$ cat config.mk
export PLATFORM = sky130hd
export DESIGN_NAME = addr_unit
export DESIGN_NICKNAME = d
export VERILOG_FILES = /design/src/design/addr_pkg.sv /design/src/design/index_reg_bank.sv /design/src/design/opcode_decode.sv /design/src/design/addr_seq.sv /design/src/design/addr_mode_flags.sv /design/src/design/addr_datapath.sv /design/src/design/addr_unit.sv
export SDC_FILE = /design/constraint.sdc
export NUM_CORES = 1
export LEC_CHECK = 0
export BUFFER_PORTS_ARGS = -buffer_cell sky130_fd_sc_hd__buf_4
export CAP_MARGIN = 20
export CORE_MARGIN = 4
export CORE_UTILIZATION = 60
export DETAILED_ROUTE_END_ITERATION = 6
export PLACE_DENSITY_LB_ADDON = 0.08
export SLEW_MARGIN = 20
export SYNTH_ARGS = -nofsm -noshare
export SYNTH_HDL_FRONTEND = slang
export SYNTH_SLANG_ARGS = --single-unit
$ cat constraint.sdc
create_clock -name clk -period 9.5 [get_ports clk]
set_clock_uncertainty 0.15 [all_clocks]
set_input_delay 0.475 -clock clk [delete_from_list [all_inputs] [get_ports clk]]
set_output_delay 0.475 -clock clk [all_outputs]
set_load 0.03 [all_outputs]
$ cat src/design/addr_pkg.sv
package addr_pkg;

    // Addressing modes handled by the unit
    typedef enum logic [2:0] {
        mode_zpg   = 3'd0,
        mode_zpg_x = 3'd1,
        mode_zpg_y = 3'd2,
        mode_abs   = 3'd3,
        mode_abs_x = 3'd4,
        mode_abs_y = 3'd5,
        mode_ind_x = 3'd6,
        mode_ind_y = 3'd7
    } addr_mode_t;

    // Micro-states of one addressing sequence
    typedef enum logic [1:0] {
        seq_a0 = 2'd0,
        seq_a1 = 2'd1,
        seq_a2 = 2'd2,
        seq_a3 = 2'd3
    } seq_state_t;

    // Target of a host configuration write
    typedef enum logic [1:0] {
        sel_a = 2'd0,
        sel_x = 2'd1,
        sel_y = 2'd2
    } reg_sel_t;

    // At most one bit set, all clear for loads
    typedef struct packed {
        logic st_acc;
        logic st_x;
        logic st_y;
    } store_kind_t;

    typedef struct packed {
        logic [2:0] aaa;
        logic [2:0] bbb;
        logic [1:0] cc;
    } opcode_fields_t;

    typedef union packed {
        logic [7:0]     raw;
        opcode_fields_t f;
    } opcode_u;

    typedef struct packed {
        // PC and address-bus loads
        logic pc_inc;
        logic load_abl;
        logic load_abh;
        // ADL sources
        logic adl_to_data;
        logic adl_to_pcl;
        logic adl_to_alu;
        // ADH sources
        logic adh_low;
        logic adh_to_data;
        logic adh_to_pch;
        logic adh_to_sb;
        // DB sources
        logic db_to_data;
        logic db_to_acc;
        logic db_to_sb;
        // SB sources
        logic sb_to_x;
        logic sb_to_y;
        logic sb_to_alu;
        // ALU inputs and operation
        logic in_a_to_sb;
        logic in_a_to_low;
        logic in_b_to_db;
        logic alu_carry_high;
        logic alu_carry_from_free;
        logic load_alu;
        logic alu_add;
        // Carry latch and store data
        logic free_carry_from_alu;
        logic load_dor;
    } ctrl_flags_t;

    typedef struct packed {
        logic [15:0] addr;
        logic [7:0]  wdata;
        logic        we;
    } mem_req_t;

    // Number of micro-states per mode, indexed by addr_mode_t
    localparam logic [2:0] MODE_STATES [0:7] = '{
        3'd1, 3'd2, 3'd2, 3'd2, 3'd3, 3'd3, 3'd4, 3'd4
    };

endpackage

$ cat src/design/index_reg_bank.sv
`timescale 1ns/1ps

module index_reg_bank (
    input  logic              clk,
    input  logic              rst_n,
    input  logic              cfg_we,
    input  addr_pkg::reg_sel_t cfg_sel,
    input  logic [7:0]        cfg_data,
    input  logic              busy,
    output logic [7:0]        reg_a,
    output logic [7:0]        reg_x,
    output logic [7:0]        reg_y
);

    always_ff @(posedge clk or negedge rst_n) begin
        if (!rst_n) begin
            reg_a <= 8'h00;
            reg_x <= 8'h00;
            reg_y <= 8'h00;
        end else if (cfg_we && !busy) begin
            case (cfg_sel)
                addr_pkg::sel_a: reg_a <= cfg_data;
                addr_pkg::sel_x: reg_x <= cfg_data;
                addr_pkg::sel_y: reg_y <= cfg_data;
                default: ;
            endcase
        end
    end

    // Host writes during a sequence must not disturb the operands
    a_no_cfg_while_busy: assert property (@(posedge clk) disable iff (!rst_n)
        cfg_we && busy |=> $stable({reg_a, reg_x, reg_y}))
        else $error("index_reg_bank: register changed by cfg_we while busy");

endmodule

$ cat src/design/opcode_decode.sv
`timescale 1ns/1ps

module opcode_decode (
    input  addr_pkg::opcode_u     opcode,
    output addr_pkg::addr_mode_t  mode,
    output addr_pkg::store_kind_t store,
    output logic                  bad
);

    logic is_st;
    logic is_ld;
    logic acc_grp;
    logic x_grp;

    assign is_st   = (opcode.f.aaa == 3'b100);
    assign is_ld   = (opcode.f.aaa == 3'b101);
    assign acc_grp = (opcode.f.cc == 2'b01);
    assign x_grp   = (opcode.f.cc == 2'b10);

    always_comb begin
        mode  = addr_pkg::mode_zpg;
        store = '0;
        bad   = 1'b0;
        case (opcode.f.bbb)
            // X and Y groups use this slot for immediates
            3'b000: begin
                mode = addr_pkg::mode_ind_x;
                bad  = !acc_grp;
            end
            3'b001: mode = addr_pkg::mode_zpg;
            // Immediate or implied in every group
            3'b010: bad = 1'b1;
            3'b011: mode = addr_pkg::mode_abs;
            3'b100: begin
                mode = addr_pkg::mode_ind_y;
                bad  = !acc_grp;
            end
            // LDX/STX index with Y instead of X
            3'b101: mode = x_grp ? addr_pkg::mode_zpg_y : addr_pkg::mode_zpg_x;
            3'b110: begin
                mode = addr_pkg::mode_abs_y;
                bad  = !acc_grp;
            end
            default: begin
                // Only the load exists in the indexed absolute X/Y-group slot
                mode = x_grp ? addr_pkg::mode_abs_y : addr_pkg::mode_abs_x;
                bad  = !acc_grp && is_st;
            end
        endcase
        if (!(is_st || is_ld) || opcode.f.cc == 2'b11) begin
            bad = 1'b1;
        end
        if (bad) begin
            mode = addr_pkg::mode_zpg;
        end else begin
            store.st_acc = is_st && acc_grp;
            store.st_x   = is_st && x_grp;
            store.st_y   = is_st && (opcode.f.cc == 2'b00);
        end
    end

endmodule

$ cat src/design/addr_seq.sv
`timescale 1ns/1ps

module addr_seq (
    input  logic                  clk,
    input  logic                  rst_n,
    input  logic                  start,
    input  addr_pkg::addr_mode_t  mode_in,
    input  addr_pkg::store_kind_t store_in,
    input  logic                  bad,
    output addr_pkg::seq_state_t  state,
    output addr_pkg::addr_mode_t  mode,
    output addr_pkg::store_kind_t store,
    output logic                  busy,
    output logic                  done,
    output logic                  bad_op
);

    logic [2:0] n_states;
    logic       bad_pend;

    assign n_states = addr_pkg::MODE_STATES[mode];
    // Last micro-state of the latched mode
    assign done = busy && ({1'b0, state} == n_states - 3'd1);

    always_ff @(posedge clk or negedge rst_n) begin
        if (!rst_n) begin
            state    <= addr_pkg::seq_a0;
            mode     <= addr_pkg::mode_zpg;
            store    <= '0;
            busy     <= 1'b0;
            bad_pend <= 1'b0;
            bad_op   <= 1'b0;
        end else begin
            // Bad opcode strobe comes out one cycle after it is seen
            bad_pend <= start && !busy && bad;
            bad_op   <= bad_pend;
            if (!busy) begin
                if (start && !bad) begin
                    busy  <= 1'b1;
                    state <= addr_pkg::seq_a0;
                    mode  <= mode_in;
                    store <= store_in;
                end
            end else if (done) begin
                busy  <= 1'b0;
                state <= addr_pkg::seq_a0;
            end else begin
                state <= addr_pkg::seq_state_t'(state + 2'd1);
            end
        end
    end

    // Every sequence reaches its last state within four cycles
    a_busy_ends_in_done: assert property (@(posedge clk) disable iff (!rst_n)
        $rose(busy) |-> ##[0:3] done)
        else $error("addr_seq: busy sequence did not reach done");

endmodule

$ cat src/design/addr_mode_flags.sv
`timescale 1ns/1ps

module addr_mode_flags (
    input  addr_pkg::seq_state_t  state,
    input  addr_pkg::addr_mode_t  mode,
    input  addr_pkg::store_kind_t store,
    input  logic                  busy,
    output addr_pkg::ctrl_flags_t flags
);

    logic use_y;
    logic is_last;

    assign use_y   = (mode == addr_pkg::mode_zpg_y) || (mode == addr_pkg::mode_abs_y);
    assign is_last = ({1'b0, state} == addr_pkg::MODE_STATES[mode] - 3'd1);

    always_comb begin
        flags = '0;
        if (busy) begin
            case (mode)
                addr_pkg::mode_zpg: begin
                    flags.adl_to_data = 1'b1;
                    flags.adh_low     = 1'b1;
                    flags.load_abl    = 1'b1;
                    flags.load_abh    = 1'b1;
                end
                addr_pkg::mode_zpg_x, addr_pkg::mode_zpg_y: begin
                    if (state == addr_pkg::seq_a0) begin
                        // Operand plus index into the ALU
                        flags.db_to_data = 1'b1;
                        flags.in_b_to_db = 1'b1;
                        flags.sb_to_x    = !use_y;
                        flags.sb_to_y    = use_y;
                        flags.in_a_to_sb = 1'b1;
                        flags.alu_add    = 1'b1;
                        flags.load_alu   = 1'b1;
                    end else begin
                        // Sum wraps inside page zero
                        flags.adl_to_alu = 1'b1;
                        flags.adh_low    = 1'b1;
                        flags.load_abl   = 1'b1;
                        flags.load_abh   = 1'b1;
                    end
                end
                addr_pkg::mode_abs, addr_pkg::mode_abs_x, addr_pkg::mode_abs_y: begin
                    if (state == addr_pkg::seq_a0) begin
                        // Fetch next byte, low byte into the ALU
                        flags.pc_inc     = 1'b1;
                        flags.adl_to_pcl = 1'b1;
                        flags.adh_to_pch = 1'b1;
                        flags.load_abl   = 1'b1;
                        flags.load_abh   = 1'b1;
                        flags.db_to_data = 1'b1;
                        flags.in_b_to_db = 1'b1;
                        flags.in_a_to_low = (mode == addr_pkg::mode_abs);
                        flags.in_a_to_sb = (mode != addr_pkg::mode_abs);
                        flags.sb_to_x    = (mode == addr_pkg::mode_abs_x);
                        flags.sb_to_y    = (mode == addr_pkg::mode_abs_y);
                        flags.alu_add    = 1'b1;
                        flags.load_alu   = 1'b1;
                        flags.free_carry_from_alu = 1'b1;
                    end else if (mode == addr_pkg::mode_abs) begin
                        flags.adl_to_alu  = 1'b1;
                        flags.adh_to_data = 1'b1;
                        flags.load_abl    = 1'b1;
                        flags.load_abh    = 1'b1;
                    end else if (state == addr_pkg::seq_a1) begin
                        // Indexed low byte out, high byte plus carry
                        flags.adl_to_alu  = 1'b1;
                        flags.load_abl    = 1'b1;
                        flags.db_to_data  = 1'b1;
                        flags.in_b_to_db  = 1'b1;
                        flags.in_a_to_low = 1'b1;
                        flags.alu_carry_from_free = 1'b1;
                        flags.alu_add     = 1'b1;
                        flags.load_alu    = 1'b1;
                    end else begin
                        flags.sb_to_alu = 1'b1;
                        flags.adh_to_sb = 1'b1;
                        flags.load_abh  = 1'b1;
                    end
                end
                addr_pkg::mode_ind_x: begin
                    case (state)
                        addr_pkg::seq_a0: begin
                            // Pointer is operand plus X
                            flags.db_to_data = 1'b1;
                            flags.in_b_to_db = 1'b1;
                            flags.sb_to_x    = 1'b1;
                            flags.in_a_to_sb = 1'b1;
                            flags.alu_add    = 1'b1;
                            flags.load_alu   = 1'b1;
                        end
                        addr_pkg::seq_a1: begin
                            // Read pointer low, bump pointer through the ALU
                            flags.adl_to_alu     = 1'b1;
                            flags.adh_low        = 1'b1;
                            flags.load_abl       = 1'b1;
                            flags.load_abh       = 1'b1;
                            flags.sb_to_alu      = 1'b1;
                            flags.db_to_sb       = 1'b1;
                            flags.in_b_to_db     = 1'b1;
                            flags.in_a_to_low    = 1'b1;
                            flags.alu_carry_high = 1'b1;
                            flags.alu_add        = 1'b1;
                            flags.load_alu       = 1'b1;
                        end
                        addr_pkg::seq_a2: begin
                            flags.adl_to_alu  = 1'b1;
                            flags.adh_low     = 1'b1;
                            flags.load_abl    = 1'b1;
                            flags.load_abh    = 1'b1;
                            flags.db_to_data  = 1'b1;
                            flags.in_b_to_db  = 1'b1;
                            flags.in_a_to_low = 1'b1;
                            flags.alu_add     = 1'b1;
                            flags.load_alu    = 1'b1;
                        end
                        default: begin
                            flags.adl_to_alu  = 1'b1;
                            flags.adh_to_data = 1'b1;
                            flags.load_abl    = 1'b1;
                            flags.load_abh    = 1'b1;
                        end
                    endcase
                end
                default: begin
                    case (state)
                        addr_pkg::seq_a0: begin
                            // Read pointer low at the operand, ALU makes operand + 1
                            flags.adl_to_data    = 1'b1;
                            flags.adh_low        = 1'b1;
                            flags.load_abl       = 1'b1;
                            flags.load_abh       = 1'b1;
                            flags.db_to_data     = 1'b1;
                            flags.in_b_to_db     = 1'b1;
                            flags.in_a_to_low    = 1'b1;
                            flags.alu_carry_high = 1'b1;
                            flags.alu_add        = 1'b1;
                            flags.load_alu       = 1'b1;
                        end
                        addr_pkg::seq_a1: begin
                            // Low byte plus Y, carry kept for the high byte
                            flags.adl_to_alu = 1'b1;
                            flags.adh_low    = 1'b1;
                            flags.load_abl   = 1'b1;
                            flags.load_abh   = 1'b1;
                            flags.db_to_data = 1'b1;
                            flags.in_b_to_db = 1'b1;
                            flags.sb_to_y    = 1'b1;
                            flags.in_a_to_sb = 1'b1;
                            flags.alu_add    = 1'b1;
                            flags.load_alu   = 1'b1;
                            flags.free_carry_from_alu = 1'b1;
                        end
                        addr_pkg::seq_a2: begin
                            flags.adl_to_alu  = 1'b1;
                            flags.load_abl    = 1'b1;
                            flags.db_to_data  = 1'b1;
                            flags.in_b_to_db  = 1'b1;
                            flags.in_a_to_low = 1'b1;
                            flags.alu_carry_from_free = 1'b1;
                            flags.alu_add     = 1'b1;
                            flags.load_alu    = 1'b1;
                        end
                        default: begin
                            flags.sb_to_alu = 1'b1;
                            flags.adh_to_sb = 1'b1;
                            flags.load_abh  = 1'b1;
                        end
                    endcase
                end
            endcase
            // Store value goes to DOR in the last state
            if (is_last) begin
                flags.db_to_acc = store.st_acc;
                flags.db_to_sb  = flags.db_to_sb | store.st_x | store.st_y;
                flags.sb_to_x   = flags.sb_to_x | store.st_x;
                flags.sb_to_y   = flags.sb_to_y | store.st_y;
                flags.load_dor  = store.st_acc | store.st_x | store.st_y;
            end
        end
        assert ($onehot0({flags.adl_to_data, flags.adl_to_pcl, flags.adl_to_alu})
                && $onehot0({flags.adh_low, flags.adh_to_data, flags.adh_to_pch,
                             flags.adh_to_sb}))
            else $error("addr_mode_flags: more than one ADL or ADH source");
    end

endmodule

$ cat src/design/addr_datapath.sv
`timescale 1ns/1ps

module addr_datapath (
    input  logic                  clk,
    input  logic                  rst_n,
    input  logic                  start,
    input  logic [15:0]           pc,
    input  addr_pkg::ctrl_flags_t flags,
    input  logic [7:0]            mem_rdata,
    input  logic [7:0]            reg_a,
    input  logic [7:0]            reg_x,
    input  logic [7:0]            reg_y,
    input  logic                  done,
    output logic [15:0]           addr,
    output addr_pkg::mem_req_t    req,
    output logic                  req_valid
);

    logic [15:0] pc_q;
    logic [15:0] pc_next;
    logic [7:0]  abl;
    logic [7:0]  abh;
    logic [7:0]  db;
    logic [7:0]  sb;
    logic [7:0]  adl;
    logic [7:0]  adh;
    logic [7:0]  alu_a;
    logic [7:0]  alu_b;
    logic [7:0]  alu_q;
    logic [7:0]  alu_res;
    logic [8:0]  alu_sum;
    logic        alu_cin;
    logic        free_carry;
    logic [7:0]  dor;
    logic        st_we;

    // Incrementer sits between PC and the address buses
    assign pc_next = pc_q + {15'd0, flags.pc_inc};

    always_comb begin
        sb = 8'h00;
        if (flags.sb_to_x) sb = reg_x;
        else if (flags.sb_to_y) sb = reg_y;
        else if (flags.sb_to_alu) sb = alu_q;

        db = 8'h00;
        if (flags.db_to_data) db = mem_rdata;
        else if (flags.db_to_acc) db = reg_a;
        else if (flags.db_to_sb) db = sb;

        adl = 8'h00;
        if (flags.adl_to_data) adl = mem_rdata;
        else if (flags.adl_to_pcl) adl = pc_next[7:0];
        else if (flags.adl_to_alu) adl = alu_q;

        // Zero page when adh_low or nothing drives ADH
        adh = 8'h00;
        if (flags.adh_to_data) adh = mem_rdata;
        else if (flags.adh_to_pch) adh = pc_next[15:8];
        else if (flags.adh_to_sb && !flags.adh_low) adh = sb;
    end

    // A input forced to zero by in_a_to_low
    assign alu_a   = (flags.in_a_to_sb && !flags.in_a_to_low) ? sb : 8'h00;
    assign alu_b   = flags.in_b_to_db ? db : 8'h00;
    assign alu_cin = flags.alu_carry_high | (flags.alu_carry_from_free & free_carry);
    assign alu_sum = {1'b0, alu_a} + {1'b0, alu_b} + {8'd0, alu_cin};
    assign alu_res = flags.alu_add ? alu_sum[7:0] : (alu_a | alu_b);

    always_ff @(posedge clk or negedge rst_n) begin
        if (!rst_n) begin
            pc_q       <= 16'h0000;
            abl        <= 8'h00;
            abh        <= 8'h00;
            free_carry <= 1'b0;
            st_we      <= 1'b0;
            req_valid  <= 1'b0;
        end else begin
            req_valid <= done;
            if (start) begin
                pc_q <= pc;
                abl  <= pc[7:0];
                abh  <= pc[15:8];
            end else begin
                pc_q <= pc_next;
                if (flags.load_abl) abl <= adl;
                if (flags.load_abh) abh <= adh;
                if (flags.free_carry_from_alu) free_carry <= flags.alu_add & alu_sum[8];
                if (done) st_we <= flags.load_dor;
            end
        end
    end

    always_ff @(posedge clk or negedge rst_n) begin
        if (!rst_n) begin
            alu_q <= 8'h00;
            dor   <= 8'h00;
        end else begin
            if (flags.load_alu) alu_q <= alu_res;
            // Loads report zero write data
            if (done) dor <= flags.load_dor ? db : 8'h00;
        end
    end

    assign addr = {abh, abl};
    assign req  = '{addr: {abh, abl}, wdata: dor, we: st_we};

endmodule

$ cat src/design/addr_unit.sv
`timescale 1ns/1ps

module addr_unit (
    input  logic               clk,
    input  logic               rst_n,
    input  logic               cfg_we,
    input  addr_pkg::reg_sel_t cfg_sel,
    input  logic [7:0]         cfg_data,
    input  logic               start,
    input  addr_pkg::opcode_u  opcode,
    input  logic [15:0]        pc,
    input  logic [7:0]         mem_rdata,
    output logic [15:0]        addr,
    output logic               busy,
    output logic               req_valid,
    output addr_pkg::mem_req_t req,
    output logic               bad_op
);

    logic [7:0]            reg_a;
    logic [7:0]            reg_x;
    logic [7:0]            reg_y;
    addr_pkg::addr_mode_t  dec_mode;
    addr_pkg::store_kind_t dec_store;
    logic                  dec_bad;
    addr_pkg::seq_state_t  state;
    addr_pkg::addr_mode_t  seq_mode;
    addr_pkg::store_kind_t seq_store;
    logic                  done;
    addr_pkg::ctrl_flags_t flags;
    logic                  launch;

    // Only a good start from idle loads PC and AB
    assign launch = start && !busy && !dec_bad;

    index_reg_bank u_regs (
        .clk, .rst_n, .cfg_we, .cfg_sel, .cfg_data, .busy,
        .reg_a, .reg_x, .reg_y
    );

    opcode_decode u_dec (
        .opcode, .mode(dec_mode), .store(dec_store), .bad(dec_bad)
    );

    addr_seq u_seq (
        .clk, .rst_n, .start, .mode_in(dec_mode), .store_in(dec_store), .bad(dec_bad),
        .state, .mode(seq_mode), .store(seq_store), .busy, .done, .bad_op
    );

    addr_mode_flags u_flags (
        .state, .mode(seq_mode), .store(seq_store), .busy, .flags
    );

    addr_datapath u_dp (
        .clk, .rst_n, .start(launch), .pc, .flags, .mem_rdata,
        .reg_a, .reg_x, .reg_y, .done, .addr, .req, .req_valid
    );

endmodule

==> results.yml <==
status:
  status: "finished with violations"
  violations: "hold timing"
floorplan:
  io-pin-count: 90
  row_count: 36
  core_area_um2: 9819
  die-width_um: 108.6
  die_h_um: 108.6
  die_area_um2: 11800
  initial_utilization_pct: 61.89
global_route:
  gr-usage-met3_pct: 5.684
  grt_max_degree: 87
  grt_first_pass_wirelength_mm: 28.50
  use_met2_pct: 50.66
  grt_pass1_vias: 5564
  busiest_layer: "met2"
  grt_use_met1_pct: 41.41
  antenna_found_initial: 0
  grtUsageTotal_pct: 31.44
  grt_overflow: 0
route:
  drc: 0
  dr.pass1.iters: 6
  drtAntennaViolNets: 0
  vias: 5838
  routedWlPerCell_um: 20.42
  via_per_inst: 6.538
  drt_iter0_drc: 570
  routed_wl_mm: 18.24
sta:
  clock.fmax_ghz: 0.1953
  worst_slew_pin_slew_ns: 1.071
  min_period_ns: 5.121
  slew_violations: 0
  hold_viol_final: 2
  rsz0062_at_grt: "no"
  whs_ns: -0.002304
  relSlewSlack_pct: 27.62
  setup_violations: 0
  fin_tns_setup_ns: 0
  finalCritPeriodShare_pct: 53.91
clocking:
  cts_buffer_depth: 2
  cts_buffers: 9
  cts_tree: "built"
  cts-resized-gates: 0
  clk-insertion-delay-late_ns: 0.37
  cts_root_buf: "clkbuf_8"
  htreeDepth: 3
  holdBufCountCts: 0
  clk_pin_slew_ns: 0.10
  cts_setup_buffers: 0
  cts.sinks: 86
logic_synthesis:
  synth_xor_area_share_pct: 2.882
  synth_compound_area_share_pct: 24.83
  netlist_area_um2: 6077
  syn_avg_cell_area_um2: 8.644
  yosys.area_share.simple_pct: 19.87
  netlist_instances: 703
  synth_cell_types: 69
  synth_ff_type: "dfrtp_1"
  synth.area.mux_share_pct: 5.271
  synth_seq_cells: 86
  syn_nets: 771
  synth-async-reset-ratio_pct: 100.0
  seq_area_frac_synth_pct: 35.41
  synth_adder_area_share_pct: 4.777
  synth_top_family_by_area: "compound AO/OA/AOI/OAI gates"
  synth-warning-count: 0
  synth-edff-count: 0
layout:
  fin_util_pct: 70.04
  layout.nets: 823
  multi_input_area_um2: 3511
  area_growth_syn_to_layout_pct: 13.18
  n_antenna_cell: 0
  final_area_um2: 6878
  drive_gt1_share_pct: 20.66
  mostFrequentLayoutCells: "buf_4, dfrtp_1, nand2_1, o21ai_0, nor2_1"
  regArea_um2: 2152
  n_fill_cell: 803
  layout_commonest_cell: "buf_4"
hold_path:
  min_path_type: "input pin to asynchronous set/reset pin"
power_and_ir_drop:
  power.density_nw_per_um2: 295.9
  leakagePower_nw: 2.880
  peakVddDrop_uv: 200.5
critical_path:
  critPathArrivalTime_ns: 5.25
  slowest_stage: "dfrtp_1"
  reg2regPathDepth: 14
  worst-path-max-fanout: 36
  path_class: "flip-flop to flip-flop"
  r2r_slack_ns: 4.38
  r2r-end: "u_dp.alu_q[6]"
  worst_path_largest_cell_delay_ns: 1.01
  r2r_start: "u_seq.mode[1]"
  cp-start-kind: "flip-flop"
  endpoint: "u_dp.alu_q[6]"
  crit_path_cell_trace: "o21ai_0 > a2111oi_4 > o31ai_4 > a211oi_4 > a221oi_1 > a211o_1 > fa_1 > fa_1 > nor2b_1 > o21ai_0 > a21boi_0 > o21a_1 > nor3_1 > o31ai_1"
  critPathCaptureType: "flip-flop"
  cp-startpoint: "u_seq.mode[1]"
  cp.required_ns: 9.63
place:
  place_area_um2: 6655
  dp_hpwl_mm: 13.88
  gp_congestion: 1.002
  port_buffers: 89
run:
  max_cap_viol_count: 0
==> registers in the layout (all words and copies together), names as in the netlist <==
| name | cells |
|---|---|
| u_dp.abh | 8 |
| u_dp.pc_q | 16 |
| u_regs.reg_y | 8 |
| u_seq.mode | 3 |
| u_dp.abl | 8 |
| u_seq.state | 2 |
| u_regs.reg_a | 8 |
| u_regs.reg_x | 8 |
| u_dp.req_valid | 1 |
| u_dp.free_carry | 1 |
| u_dp.dor | 8 |
| u_seq.store | 3 |
| u_dp.alu_q | 8 |
| u_seq.bad_pend | 1 |
| u_dp.st_we | 1 |
| u_seq.busy | 1 |
| u_seq.bad_op | 1 |
==> worst max-delay path: cells and delay by family, from the launching register on <==
family | cells | cell delay, ns
compound gates | 10 | 2.78
flops | 1 | 1.01
fa+ha+maj | 2 | 0.88
simple gates | 2 | 0.19
==> logic make-up after synthesis <==
family,count (synthesis)
muxes,29
DFF,86
adders and majority gates,22
and+or+nand+nor,243
xor gates and xnor gates,20
AOI/OAI and AO/OA,216
buffers and inverters,87
==> layer usage <==
| metal | up-vias | routed length [µm] |
|---|---|---|
| met5 | - | 0 |
| met4 | 0 | 695 |
| met3 | 58 | 1458 |
| met2 | 276 | 8601 |
| met1 | 2840 | 7480 |
| li1 | 2664 | - |
==> power by group <==
group          switching (mW)  internal [mW]
sequential              0.205          0.522
combinational           0.636          0.396
clock                   0.150          0.125
total                   0.991           1.04
==> cells in the mapped netlist (5+ instances only) <==
master | count | area share, %
and2_1 | 5 | 0.51
mux2_2 | 24 | 4.4
o21ai_0 | 65 | 5.4
nor3_1 | 20 | 1.6
a221oi_1 | 19 | 2.7
dfrtp_1 | 86 | 35
xnor2_1 | 10 | 1.4
nand4_1 | 13 | 1.3
buf_4 | 21 | 2.6
nor2_1 | 56 | 3.5
o21a_1 | 6 | 0.74
nor3b_1 | 6 | 0.74
a31oi_1 | 10 | 1.0
nor2b_1 | 9 | 0.93
clkbuf_1 | 23 | 1.4
a211oi_1 | 5 | 0.62
mux2i_1 | 5 | 0.82
inv_1 | 33 | 2.0
xor2_1 | 10 | 1.4
a21o_1 | 7 | 0.86
o211ai_1 | 12 | 1.5
a22oi_1 | 13 | 1.6
nand3_1 | 12 | 0.99
o22ai_1 | 8 | 0.82
buf_2 | 8 | 0.66
nand2_1 | 72 | 4.4
ha_1 | 20 | 4.1
a21oi_1 | 30 | 2.5
a221o_1 | 5 | 0.82
or2_2 | 9 | 0.93
nand2b_1 | 10 | 1.0
or3_1 | 11 | 1.1
==> through the flow <==
step / power (mW) / instances / hold WS, ns / setup slack [ns]
after floorplan: 1.438 / 703 / 0.02941 / 5.180
after global placement: 1.709 / 876 / 0.1874 / 4.542
after detailed placement: 1.742 / 876 / 0.1918 / 4.368
after CTS: 2.015 / 892 / 0.1626 / 4.326
after global routing: 2.161 / 893 / 0.05604 / 3.976
final: 2.035 / 893 / -0.002304 / 4.379
==> how the worst min path moves through the flow <==
stage | endpoint | slack (ns) | start | cells past startpoint
floorplan | u_dp.abh[0] | 0.03 | rst_n | 0
global placement | u_seq.bad_op | 0.19 | u_seq.bad_pend | 0
detailed placement | u_seq.bad_op | 0.19 | u_seq.bad_pend | 0
finish | u_seq.bad_op | -0.002 | rst_n | 1
global route | u_seq.bad_pend | 0.06 | rst_n | 1
CTS | u_seq.store[0] | 0.16 | opcode[0] | 2
==> cell type report <==
| type | count | area share, % |
|---|---|---|
| repair buffers | 95 | 10.48 |
| inverters | 33 | 1.801 |
| flip-flops and latches | 86 | 31.29 |
| clock buffers | 9 | 1.801 |
| clock inverters | 7 | 1.164 |
| multi-input cells | 530 | 51.05 |
| well taps | 133 | 2.420 |
(Power assumes the default switching activity.)
